## config.mk

```make
export PLATFORM = sky130hd
export DESIGN_NAME = bus_top
export DESIGN_NICKNAME = d
export VERILOG_FILES = /design/src/bus_pkg.sv /design/src/addr_arbiter.sv /design/src/bus_master.sv /design/src/snoop_responder.sv /design/src/data_arbiter.sv /design/src/bus_top.sv
export SDC_FILE = /design/constraint.sdc
export NUM_CORES = 1
export LEC_CHECK = 0
export ABC_CLOCK_PERIOD_IN_PS = 2600
export BUFFER_PORTS_ARGS = -buffer_cell sky130_fd_sc_hd__buf_4
export CAP_MARGIN = 25
export CORE_MARGIN = 5
export CORE_UTILIZATION = 51
export DETAILED_ROUTE_END_ITERATION = 8
export PLACE_DENSITY = 0.81
export SKIP_CTS_REPAIR_TIMING = 1
export SYNTH_ARGS = -nofsm -noshare
export SYNTH_HDL_FRONTEND = slang
export SYNTH_SLANG_ARGS = --single-unit
```

## constraint.sdc

```tcl
create_clock -name clk -period 2.6 [get_ports clk]
set_clock_uncertainty 0.15 [all_clocks]
set_input_delay 0.65 -clock clk [delete_from_list [all_inputs] [get_ports clk]]
set_output_delay 0.65 -clock clk [all_outputs]
set_load 0.01 [all_outputs]
```

## src/bus_pkg.sv

```systemverilog
`default_nettype none

// shared definitions for the two-master split-transaction address bus
package bus_pkg;

	// width of a transfer address on the address bus
	localparam int ADDR_W = 16;

	// address arbiter states
	// the digit names the master that owns the bus now or owned it last
	// the idle digit is what lets the arbiter alternate under contention
	typedef enum logic [2:0] {
		arb_idle1,
		arb_idle2,
		arb_granted1,
		arb_granted1_aack,
		arb_granted2,
		arb_granted2_aack
	} arb_state_t;

	// owner of an address tenure, and so of the data tenure that follows it
	typedef enum logic {
		owner_m1,
		owner_m2
	} owner_t;

endpackage

`default_nettype wire

```

## src/addr_arbiter.sv

```systemverilog
`timescale 1ns/1ps
`default_nettype none

// address bus arbiter for two masters
// grants alternate under contention, the grant stays up through the
// acknowledge cycle so the owner can park, and no grant is made while a
// retry is on the bus
module addr_arbiter
	import bus_pkg::*;
(
	input  logic clk,
	input  logic arst_n,
	input  logic br1_n,
	input  logic br2_n,
	input  logic ts_n,
	input  logic aack_n,
	input  logic artry_n,
	output logic bg1_n,
	output logic bg2_n
);

	arb_state_t state;
	arb_state_t state_next;

	always_ff @(posedge clk or negedge arst_n) begin
		if (!arst_n) begin
			state <= arb_idle1;
		end else begin
			state <= state_next;
		end
	end

	always_comb begin
		state_next = state;
		case (state)
			arb_idle1, arb_idle2: begin
				if (!artry_n) begin
					// the retried master must get another chance, so hold off
					state_next = state;
				end else if (!ts_n) begin
					// a transfer started on a parked grant from the acknowledge
					// cycle, so track the tenure of the last owner
					state_next = (state == arb_idle1) ? arb_granted1 : arb_granted2;
				end else if (!br1_n && br2_n) begin
					state_next = arb_granted1;
				end else if (!br2_n && br1_n) begin
					state_next = arb_granted2;
				end else if (br1_n && br2_n) begin
					state_next = state;
				end else begin
					// both request, so the one that did not own the bus last wins
					state_next = (state == arb_idle1) ? arb_granted2 : arb_granted1;
				end
			end
			arb_granted1: begin
				if (!aack_n) begin
					state_next = arb_granted1_aack;
				end
			end
			// one cycle of grant after the acknowledge covers the retry window
			arb_granted1_aack: begin
				state_next = arb_idle1;
			end
			arb_granted2: begin
				if (!aack_n) begin
					state_next = arb_granted2_aack;
				end
			end
			arb_granted2_aack: begin
				state_next = arb_idle2;
			end
			default: begin
				state_next = arb_idle1;
			end
		endcase
	end

	// grants decode straight from the state, so they follow the deciding edge
	assign bg1_n = !(state == arb_granted1 || state == arb_granted1_aack);
	assign bg2_n = !(state == arb_granted2 || state == arb_granted2_aack);

endmodule

`default_nettype wire

```

## src/bus_master.sv

```systemverilog
`timescale 1ns/1ps
`default_nettype none

// bus master model
// one command becomes a request, a one-cycle transfer start and an address
// tenure that ends either in a retry or in a completion pulse
module bus_master
	import bus_pkg::*;
(
	input  logic              clk,
	input  logic              arst_n,
	input  logic              cmd_valid,
	input  logic [ADDR_W-1:0] cmd_addr,
	input  logic              bg_n,
	input  logic              aack_n,
	input  logic              artry_n,
	output logic              br_n,
	output logic              ts_n,
	output logic [ADDR_W-1:0] addr,
	output logic              busy,
	output logic              done,
	output logic [ADDR_W-1:0] done_addr
);

	typedef enum logic [2:0] {
		m_idle,
		m_request,
		m_address,
		m_wait_ack,
		m_retry_win
	} master_state_t;

	master_state_t state;
	logic [ADDR_W-1:0] addr_q;

	always_ff @(posedge clk or negedge arst_n) begin
		if (!arst_n) begin
			state <= m_idle;
			done <= 1'b0;
		end else begin
			done <= 1'b0;
			case (state)
				// commands are only taken here, anything while busy is dropped
				m_idle: begin
					if (cmd_valid) begin
						state <= m_request;
					end
				end
				m_request: begin
					if (!bg_n) begin
						state <= m_address;
					end
				end
				// the transfer start is exactly one cycle long
				m_address: begin
					state <= m_wait_ack;
				end
				m_wait_ack: begin
					if (!aack_n) begin
						state <= m_retry_win;
					end
				end
				// the cycle after aack carries the retry decision
				m_retry_win: begin
					if (!artry_n) begin
						state <= m_request;
					end else begin
						state <= m_idle;
						done <= 1'b1;
					end
				end
				default: begin
					state <= m_idle;
				end
			endcase
		end
	end

	// the command address is kept across retries until the next command
	always_ff @(posedge clk) begin
		if (state == m_idle && cmd_valid) begin
			addr_q <= cmd_addr;
		end
	end

	assign br_n = (state != m_request);
	assign ts_n = (state != m_address);
	assign busy = (state != m_idle);
	// zero outside the tenure so the top level can OR both masters together
	assign addr = (state == m_address || state == m_wait_ack) ? addr_q : '0;
	assign done_addr = addr_q;

endmodule

`default_nettype wire

```

## src/snoop_responder.sv

```systemverilog
`timescale 1ns/1ps
`default_nettype none

// snoop responder model
// acknowledges every transfer start after a fixed delay and retries the
// transfer when its address matches the locked address
module snoop_responder
	import bus_pkg::*;
#(
	parameter int ACK_DELAY = 2
)(
	input  logic              clk,
	input  logic              arst_n,
	input  logic              ts_n,
	input  logic [ADDR_W-1:0] addr,
	input  logic              lock_valid,
	input  logic [ADDR_W-1:0] lock_addr,
	output logic              aack_n,
	output logic              artry_n
);

	localparam int CNT_W = (ACK_DELAY > 1) ? $clog2(ACK_DELAY) : 1;

	logic             active;
	logic [CNT_W-1:0] cnt;
	logic             artry_q;
	logic [ADDR_W-1:0] addr_q;

	always_ff @(posedge clk or negedge arst_n) begin
		if (!arst_n) begin
			active <= 1'b0;
			cnt <= '0;
			artry_q <= 1'b0;
		end else begin
			artry_q <= 1'b0;
			if (!active && !artry_q) begin
				// a new start is only taken once the retry window has passed
				if (!ts_n) begin
					active <= 1'b1;
					cnt <= CNT_W'(ACK_DELAY - 1);
				end
			end else if (active) begin
				if (cnt == '0) begin
					// end of the aack cycle, the lock check lands in the next one
					active <= 1'b0;
					artry_q <= lock_valid && (addr_q == lock_addr);
				end else begin
					cnt <= cnt - 1'b1;
				end
			end
		end
	end

	always_ff @(posedge clk) begin
		if (!active && !artry_q && !ts_n) begin
			addr_q <= addr;
		end
	end

	// aack is low for the single cycle in which the count has run out
	assign aack_n = !(active && cnt == '0);
	assign artry_n = !artry_q;

endmodule

`default_nettype wire

```

## src/data_arbiter.sv

```systemverilog
`timescale 1ns/1ps
`default_nettype none

// data bus arbiter
// address tenures that complete without retry queue up here in order, and
// each gets the data bus for a fixed number of beats
module data_arbiter
	import bus_pkg::*;
#(
	parameter int DATA_BEATS = 4
)(
	input  logic clk,
	input  logic arst_n,
	input  logic aack_n,
	input  logic artry_n,
	input  logic bg1_n,
	output logic dbg1_n,
	output logic dbg2_n
);

	localparam int BEAT_W = (DATA_BEATS > 1) ? $clog2(DATA_BEATS) : 1;

	logic              pend_valid;
	owner_t            pend_owner;
	owner_t            queue [0:1];
	logic [1:0]        q_count;
	logic              active;
	owner_t            gnt_owner;
	logic [BEAT_W-1:0] beat;
	logic              push;
	logic              start;
	logic              pop;
	logic              enq;
	logic [1:0]        count_after_pop;
	owner_t            start_owner;

	always_comb begin
		// a tenure counts only if no retry follows its acknowledge
		push = pend_valid && artry_n;
		start = !active && (q_count != 2'd0 || push);
		pop = start && (q_count != 2'd0);
		count_after_pop = q_count - {1'b0, pop};
		// with an empty queue a fresh push goes straight to the grant
		enq = push && !(start && !pop) && (count_after_pop != 2'd2);
		start_owner = pop ? queue[0] : pend_owner;
	end

	always_ff @(posedge clk or negedge arst_n) begin
		if (!arst_n) begin
			pend_valid <= 1'b0;
			pend_owner <= owner_m1;
			q_count <= 2'd0;
			active <= 1'b0;
			gnt_owner <= owner_m1;
			beat <= '0;
		end else begin
			// during aack the owner still holds its address grant
			pend_valid <= !aack_n;
			if (!aack_n) begin
				pend_owner <= bg1_n ? owner_m2 : owner_m1;
			end
			q_count <= count_after_pop + {1'b0, enq};
			if (start) begin
				active <= 1'b1;
				gnt_owner <= start_owner;
				beat <= BEAT_W'(DATA_BEATS - 1);
			end else if (active) begin
				// one idle cycle between grants keeps each grant distinct
				if (beat == '0) begin
					active <= 1'b0;
				end else begin
					beat <= beat - 1'b1;
				end
			end
		end
	end

	always_ff @(posedge clk) begin
		if (pop) begin
			queue[0] <= queue[1];
		end
		if (enq) begin
			queue[count_after_pop[0]] <= pend_owner;
		end
	end

	assign dbg1_n = !(active && gnt_owner == owner_m1);
	assign dbg2_n = !(active && gnt_owner == owner_m2);

endmodule

`default_nettype wire

```

## src/bus_top.sv

```systemverilog
`timescale 1ns/1ps
`default_nettype none

// two masters on one address bus with its arbiter, a snoop responder and
// the data bus arbiter that orders the data tenures
module bus_top
	import bus_pkg::*;
#(
	parameter int ACK_DELAY  = 2,
	parameter int DATA_BEATS = 4
)(
	input  logic              clk,
	input  logic              arst_n,
	input  logic              cmd1_valid,
	input  logic [ADDR_W-1:0] cmd1_addr,
	input  logic              cmd2_valid,
	input  logic [ADDR_W-1:0] cmd2_addr,
	input  logic              lock_valid,
	input  logic [ADDR_W-1:0] lock_addr,
	output logic              bg1_n,
	output logic              bg2_n,
	output logic              dbg1_n,
	output logic              dbg2_n,
	output logic              busy1,
	output logic              busy2,
	output logic              done1,
	output logic [ADDR_W-1:0] done1_addr,
	output logic              done2,
	output logic [ADDR_W-1:0] done2_addr
);

	logic              br1_n;
	logic              br2_n;
	logic              ts1_n;
	logic              ts2_n;
	logic              ts_n;
	logic [ADDR_W-1:0] addr1;
	logic [ADDR_W-1:0] addr2;
	logic [ADDR_W-1:0] addr;
	logic              aack_n;
	logic              artry_n;

	// only the granted master drives a start or a nonzero address
	assign ts_n = ts1_n & ts2_n;
	assign addr = addr1 | addr2;

	bus_master u_master1 (
		.clk(clk), .arst_n(arst_n), .cmd_valid(cmd1_valid), .cmd_addr(cmd1_addr),
		.bg_n(bg1_n), .aack_n(aack_n), .artry_n(artry_n), .br_n(br1_n), .ts_n(ts1_n),
		.addr(addr1), .busy(busy1), .done(done1), .done_addr(done1_addr)
	);

	bus_master u_master2 (
		.clk(clk), .arst_n(arst_n), .cmd_valid(cmd2_valid), .cmd_addr(cmd2_addr),
		.bg_n(bg2_n), .aack_n(aack_n), .artry_n(artry_n), .br_n(br2_n), .ts_n(ts2_n),
		.addr(addr2), .busy(busy2), .done(done2), .done_addr(done2_addr)
	);

	addr_arbiter u_addr_arbiter (
		.clk(clk), .arst_n(arst_n), .br1_n(br1_n), .br2_n(br2_n), .ts_n(ts_n),
		.aack_n(aack_n), .artry_n(artry_n), .bg1_n(bg1_n), .bg2_n(bg2_n)
	);

	snoop_responder #(.ACK_DELAY(ACK_DELAY)) u_snoop_responder (
		.clk(clk), .arst_n(arst_n), .ts_n(ts_n), .addr(addr), .lock_valid(lock_valid),
		.lock_addr(lock_addr), .aack_n(aack_n), .artry_n(artry_n)
	);

	data_arbiter #(.DATA_BEATS(DATA_BEATS)) u_data_arbiter (
		.clk(clk), .arst_n(arst_n), .aack_n(aack_n), .artry_n(artry_n), .bg1_n(bg1_n),
		.dbg1_n(dbg1_n), .dbg2_n(dbg2_n)
	);

endmodule

`default_nettype wire

```

Yosys cells after proc, flatten, opt, wreduce, memory -nomap -nowiden:

Memories as Yosys holds them, arrays and structs flattened.
Cells that the tools add are included.

* add/subtract/negate cells: 4
* equality and inequality tests: 31
* mux-type cells: 45
* bitwise logic cells: 4
* reduce and logical (&&, ||, !) cells: 49

Operator list (count)
* 3-bit two-way mux: 14
* 16-bit two-way mux: 2
* 3-bit case mux with 5 select lines: 2
* 1-bit two-way mux: 23
* 3-bit by 2-bit == test with 1-bit output, second input constant: 6
* 1-bit logical AND: 17
* 16-bit == test: 1
* 16-bit bitwise OR: 1
* 2-bit by 1-bit inequality test with 1-bit output, second input constant: 7
* 3-bit == test, second input constant: 4
* 1-bit zero test: 12
* 3-bit case mux with 4 select lines: 1
* 2-bit inequality test, second input constant: 5
* 3-bit by 1-bit == test with 1-bit output, second input constant: 3
* 3-bit zero test: 3
* 2-bit two-way mux: 3
* 3-bit by 1-bit inequality test with 1-bit output, second input constant: 2
* 3-bit by 2-bit inequality test with 1-bit output, second input constant: 2
* 3-bit AND reduction: 2
* 2-bit nonzero test: 3
* 3-bit nonzero test: 2
* 1-bit logical OR: 5
* 5-bit inequality test, second input constant: 1
* 2-bit AND reduction: 2
* 9 further kinds: 10

* register bits: 70
* memory bits (writable): 2
* input bits: 53
* output and inout bits: 40
* logic and storage cells: 151
* memories: 1

Memory list
* u_data_arbiter.queue: depth 2, width 1, rd ports 2, clocked after Yosys merged registers in 0, write ports 2, RTL line data_arbiter.sv:25 `owner_t queue [0:1];`

Depth between registers and ports, before layout:

* depth after elaboration: 12
* mapped depth: 8
* gate-level depth less buffers: 8

Cells and area by module:

Synthesis repeated with hierarchy kept, for this count alone.

* cells, all modules: 247
* area, all modules: 3214.3 sq um

Modules (own cells, without submodules)
* bus_master: instances 2, cells an instance 58, area an instance 830.8 sq um, sequential area each 580.6 sq um
* snoop_responder: instances 1, cells an instance 47, area an instance 774.5 sq um, sequential area each 555.5 sq um
* data_arbiter: instances 1, cells an instance 44, area an instance 484.2 sq um, sequential area each 260.2 sq um
* addr_arbiter: instances 1, cells an instance 23, area an instance 187.7 sq um, sequential area each 75.1 sq um
* bus_top: instances 1, cells an instance 17, area an instance 106.4 sq um, sequential area each 0.0 sq um

Least setup slack after synthesis:

Ideal clock, no wire load.

* path type: register to register
* start point: register u_master1.state[2]
* end point: register u_snoop_responder.addr_q[0] (enable)
* library setup time: 0.391 ns
* arrival: 1.817 ns
* data required time: 2.059 ns
* slack: 0.242 ns
* cell stages (with the launch flop): 4
* buffers on the path: 1
* clock period less this slack: 2.358 ns
* cells stage by stage: dfrtp_1 > buf_6 > or3b_2 > a211oi_2

* word-level cells in the longest chain between the ends: 4

Ends and longest elaborated chain
* from (decl): RTL line bus_master.sv:33 `master_state_t state;`
* from (signal assigned): RTL line bus_master.sv:38 `state <= m_idle;`
* from (signal assigned): RTL line bus_master.sv:46 `state <= m_request;`
* from (signal assigned): RTL line bus_master.sv:51 `state <= m_address;`
* 3-bit by 2-bit inequality test with 1-bit output: RTL line bus_master.sv:87 `assign ts_n = (state != m_address);`
* 1-bit AND: RTL line bus_top.sv:44 `assign ts_n = ts1_n & ts2_n;`
* 1-bit zero test
* 1-bit logical AND: RTL line snoop_responder.sv:55 `if (!active && !artry_q && !ts_n) begin`
* to (signal assigned): RTL line snoop_responder.sv:56 `addr_q <= addr;`
* to (decl): RTL line snoop_responder.sv:27 `logic [ADDR_W-1:0] addr_q;`

No other way between the ends.
A chain may end at the register's enable or synchronous reset.

==> flow_summary_export.csv <==
group,metric,value,unit
timing,rsz0062_at_grt,"no",
floorplanning,fp.dieH,87.36,um
synthesis,synth_nets,278,
timing,worst_pin_slew,531.8,ps
grt,overflow,0,
cts,cts_tree,"built",
worst_setup_path,crit_fanout,3,
synthesis,synth_top_area_frac,0.4920,
place,hpwl,4911,um
worst_setup_path,r2r-start,"u_data_arbiter.q_count[1]",
outcome,status,"finished, final reports clean",
worst_setup_path,r2r_cells,8,
floorplanning,initial_core_util,0.5185,
synthesis,syn_avg_cell_area,13.81,um^2
synthesis,synth_ff_type,"edfxtp_1",
power,leakage,0.001714,uW
power,max-vdd-ir-drop,0.0006545,V
timing,slew_violations,0,
layout,finalNonFillerCells,396,
synthesis,ys_seq_area_frac,0.6724,
place,place_ws,188.6,ps
worst_setup_path,crit_type,"reg2reg",
cts,clk_pin_slew,80,ps
grt,grtUsageTotal,0.1807,
grt,grt_pass1_vias,2162,
timing,fin_crit_sh,0.9201,
worst_setup_path,cp-start-kind,"flip-flop",
grt,antenna_found_initial,0,
layout,final_cell_mix,"buf_4, edfxtp_1, dfrtp_1",
worst_setup_path,critPathLaunch,"u_data_arbiter.q_count[1]",
place,numPlacedInstances,380,
worst_hold_path,holdCritPathClass,"in2async",
routing,avgRoutedWirePerCell,16.28,um
place,globalplace.congestion,0.7915,
floorplanning,die_area,0.007631,mm^2
worst_setup_path,rr_endpoint,"u_data_arbiter.queue[0]",
layout,final_common_cell,"buf_4",
place,numPortBuffers,92,
synthesis,ys_seq_elements,72,
layout,final_nets,373,
routing,via_per_inst,5.149,
grt,grt_pass1_wl,10410,um
cts,htreeDepth,3,
synthesis,synth_edf_count,50,
worst_setup_path,setup.reg_to_reg.worst_slack,210,ps
routing,drc,0,
layout,n_antenna_cell,0,
routing,ant_nets,0,
synthesis,synthCells,221,
routing,drt_iter0_markers,157,
floorplanning,die_width,87.36,um
timing,setup_tns,0,ps
routing,via_count,2039,
timing,max_clock_freq,418.0,MHz
timing,slew_headroom,0.6447,
synthesis,ys_top_cells_by_area,"edfxtp_1, dfrtp_1, a22o_1",
timing,finalCriticalPeriod,2392,ps
synthesis,syn-cell-area,0.003052,mm^2
synthesis,synthArstFlopShare,0.3056,
synthesis,yosys.area.top_type,"edfxtp_1",
cts,clock_latency,340,ps
floorplanning,fp-row-count,28,
layout,layout-drive-gt1-share,0.3769,
layout,synthToLayoutAreaGrowth,32.88,%
synthesis,ys_warn_count,0,
timing,hold_violations,0,
cts,cts.sinks,72,
cts,cts-root-buf,"clkbuf_8",
synthesis,yosysUniqueCellTypes,46,
timing,setup_ws,207.7,ps
routing,drt_wl_total,6445,um
grt,grt_start_max_net_pins,23,
worst_setup_path,worstPathArrival,2340,ps
worst_setup_path,end_kind,"flip-flop",
timing,setup_viol,0,
worst_setup_path,required,2550,ps
power,pwr_density_cell,1053,mW/mm^2
cts,cts_buffer_depth,2,
run,maxCapViolCount,0,
cts,cts_buffers,9,
floorplanning,core-area,0.005886,mm^2
floorplanning,pin_count,93,
routing,firstDrtPassIters,4,
-- layer usage --
metal  track usage  up-vias  wire (um)
met4       0.05439        0         87
met2        0.2808       74       3199
li1              -      991          -
met3       0.09650       10        677
met5             0        -          0
met1        0.2174      964       2480
-- power by group --
part / switching (uW) / internal (uW)
Combinational: 681 / 702
Sequential: 243 / 1590
Clock: 414 / 643
-- worst max-delay path: stages (launching register included) --
cell     delay, ps
dfrtp_1        420
nor2_2         150
nor2_1          90
ha_1           220
xnor2_1        230
nor2_1          60
nor3_1         260
ha_1           230
mux2_2         350
-- Yosys cell counts, types with 6 or more instances --
master	count
edfxtp_1	50
dfrtp_1	22
a22o_1	17
xnor2_1	17
nor2_1	13
inv_1	11
nand2_1	11
buf_2	6
nand2b_1	6
-- kinds of logic after synthesis --
group / synth area share
buffers and inverters: 0.03690
xor gates and xnor gates: 0.06027
muxes: 0.01066
AOI/OAI and AO/OA: 0.09922
adders and majority gates: 0.01640
and+or+nand+nor: 0.1041
DFF: 0.6724
-- flip-flops by register name, summed over array words and instances (netlist names) --
name	count
u_master2.done	1
u_master1.done	1
u_master1.state	3
u_snoop_responder.active	1
u_data_arbiter.pend_valid	1
u_master2.done_addr	16
u_data_arbiter.beat	2
u_data_arbiter.gnt_owner	1
u_master2.state	3
u_data_arbiter.active	1
u_snoop_responder.artry_q	1
u_data_arbiter.queue	2
u_data_arbiter.q_count	2
u_snoop_responder.addr_q	16
u_snoop_responder.cnt	1
u_data_arbiter.pend_owner	1
u_addr_arbiter.state	3
u_master1.done_addr	16
-- worst max path at each step --
stage	end	slack, ps
finish	u_data_arbiter.queue[0]	210
global route	u_data_arbiter.queue[0]	80
CTS	u_data_arbiter.queue[0]	160
detailed placement	u_data_arbiter.queue[0]	190
global placement	u_data_arbiter.queue[0]	340
floorplan	u_snoop_responder.addr_q[0]	240
-- layout make-up --
type | count | area (um^2)
flip-flops and latches | 72 | 2052
fillers | 409 | 1831
multi-input cells | 124 | 889.6
repair buffers | 98 | 735.7
clock buffers | 10 | 127.6
clock inverters | 6 | 115.1
well taps | 75 | 93.84
inverters | 11 | 41.29
-- per-stage QoR --
stage,instance area (um^2),total power [uW],hold slack (ps),utilization
after floorplan,3052,2794,204.4,-
after global placement,3810,3167,330.9,0.6473
after detailed placement,3810,3242,357.3,0.6473
after CTS,4053,4305,26.84,0.6886
after global routing,4055,4550,29.53,0.6890
final,4055,4270,31.57,0.6890
(Power assumes the default switching activity.)
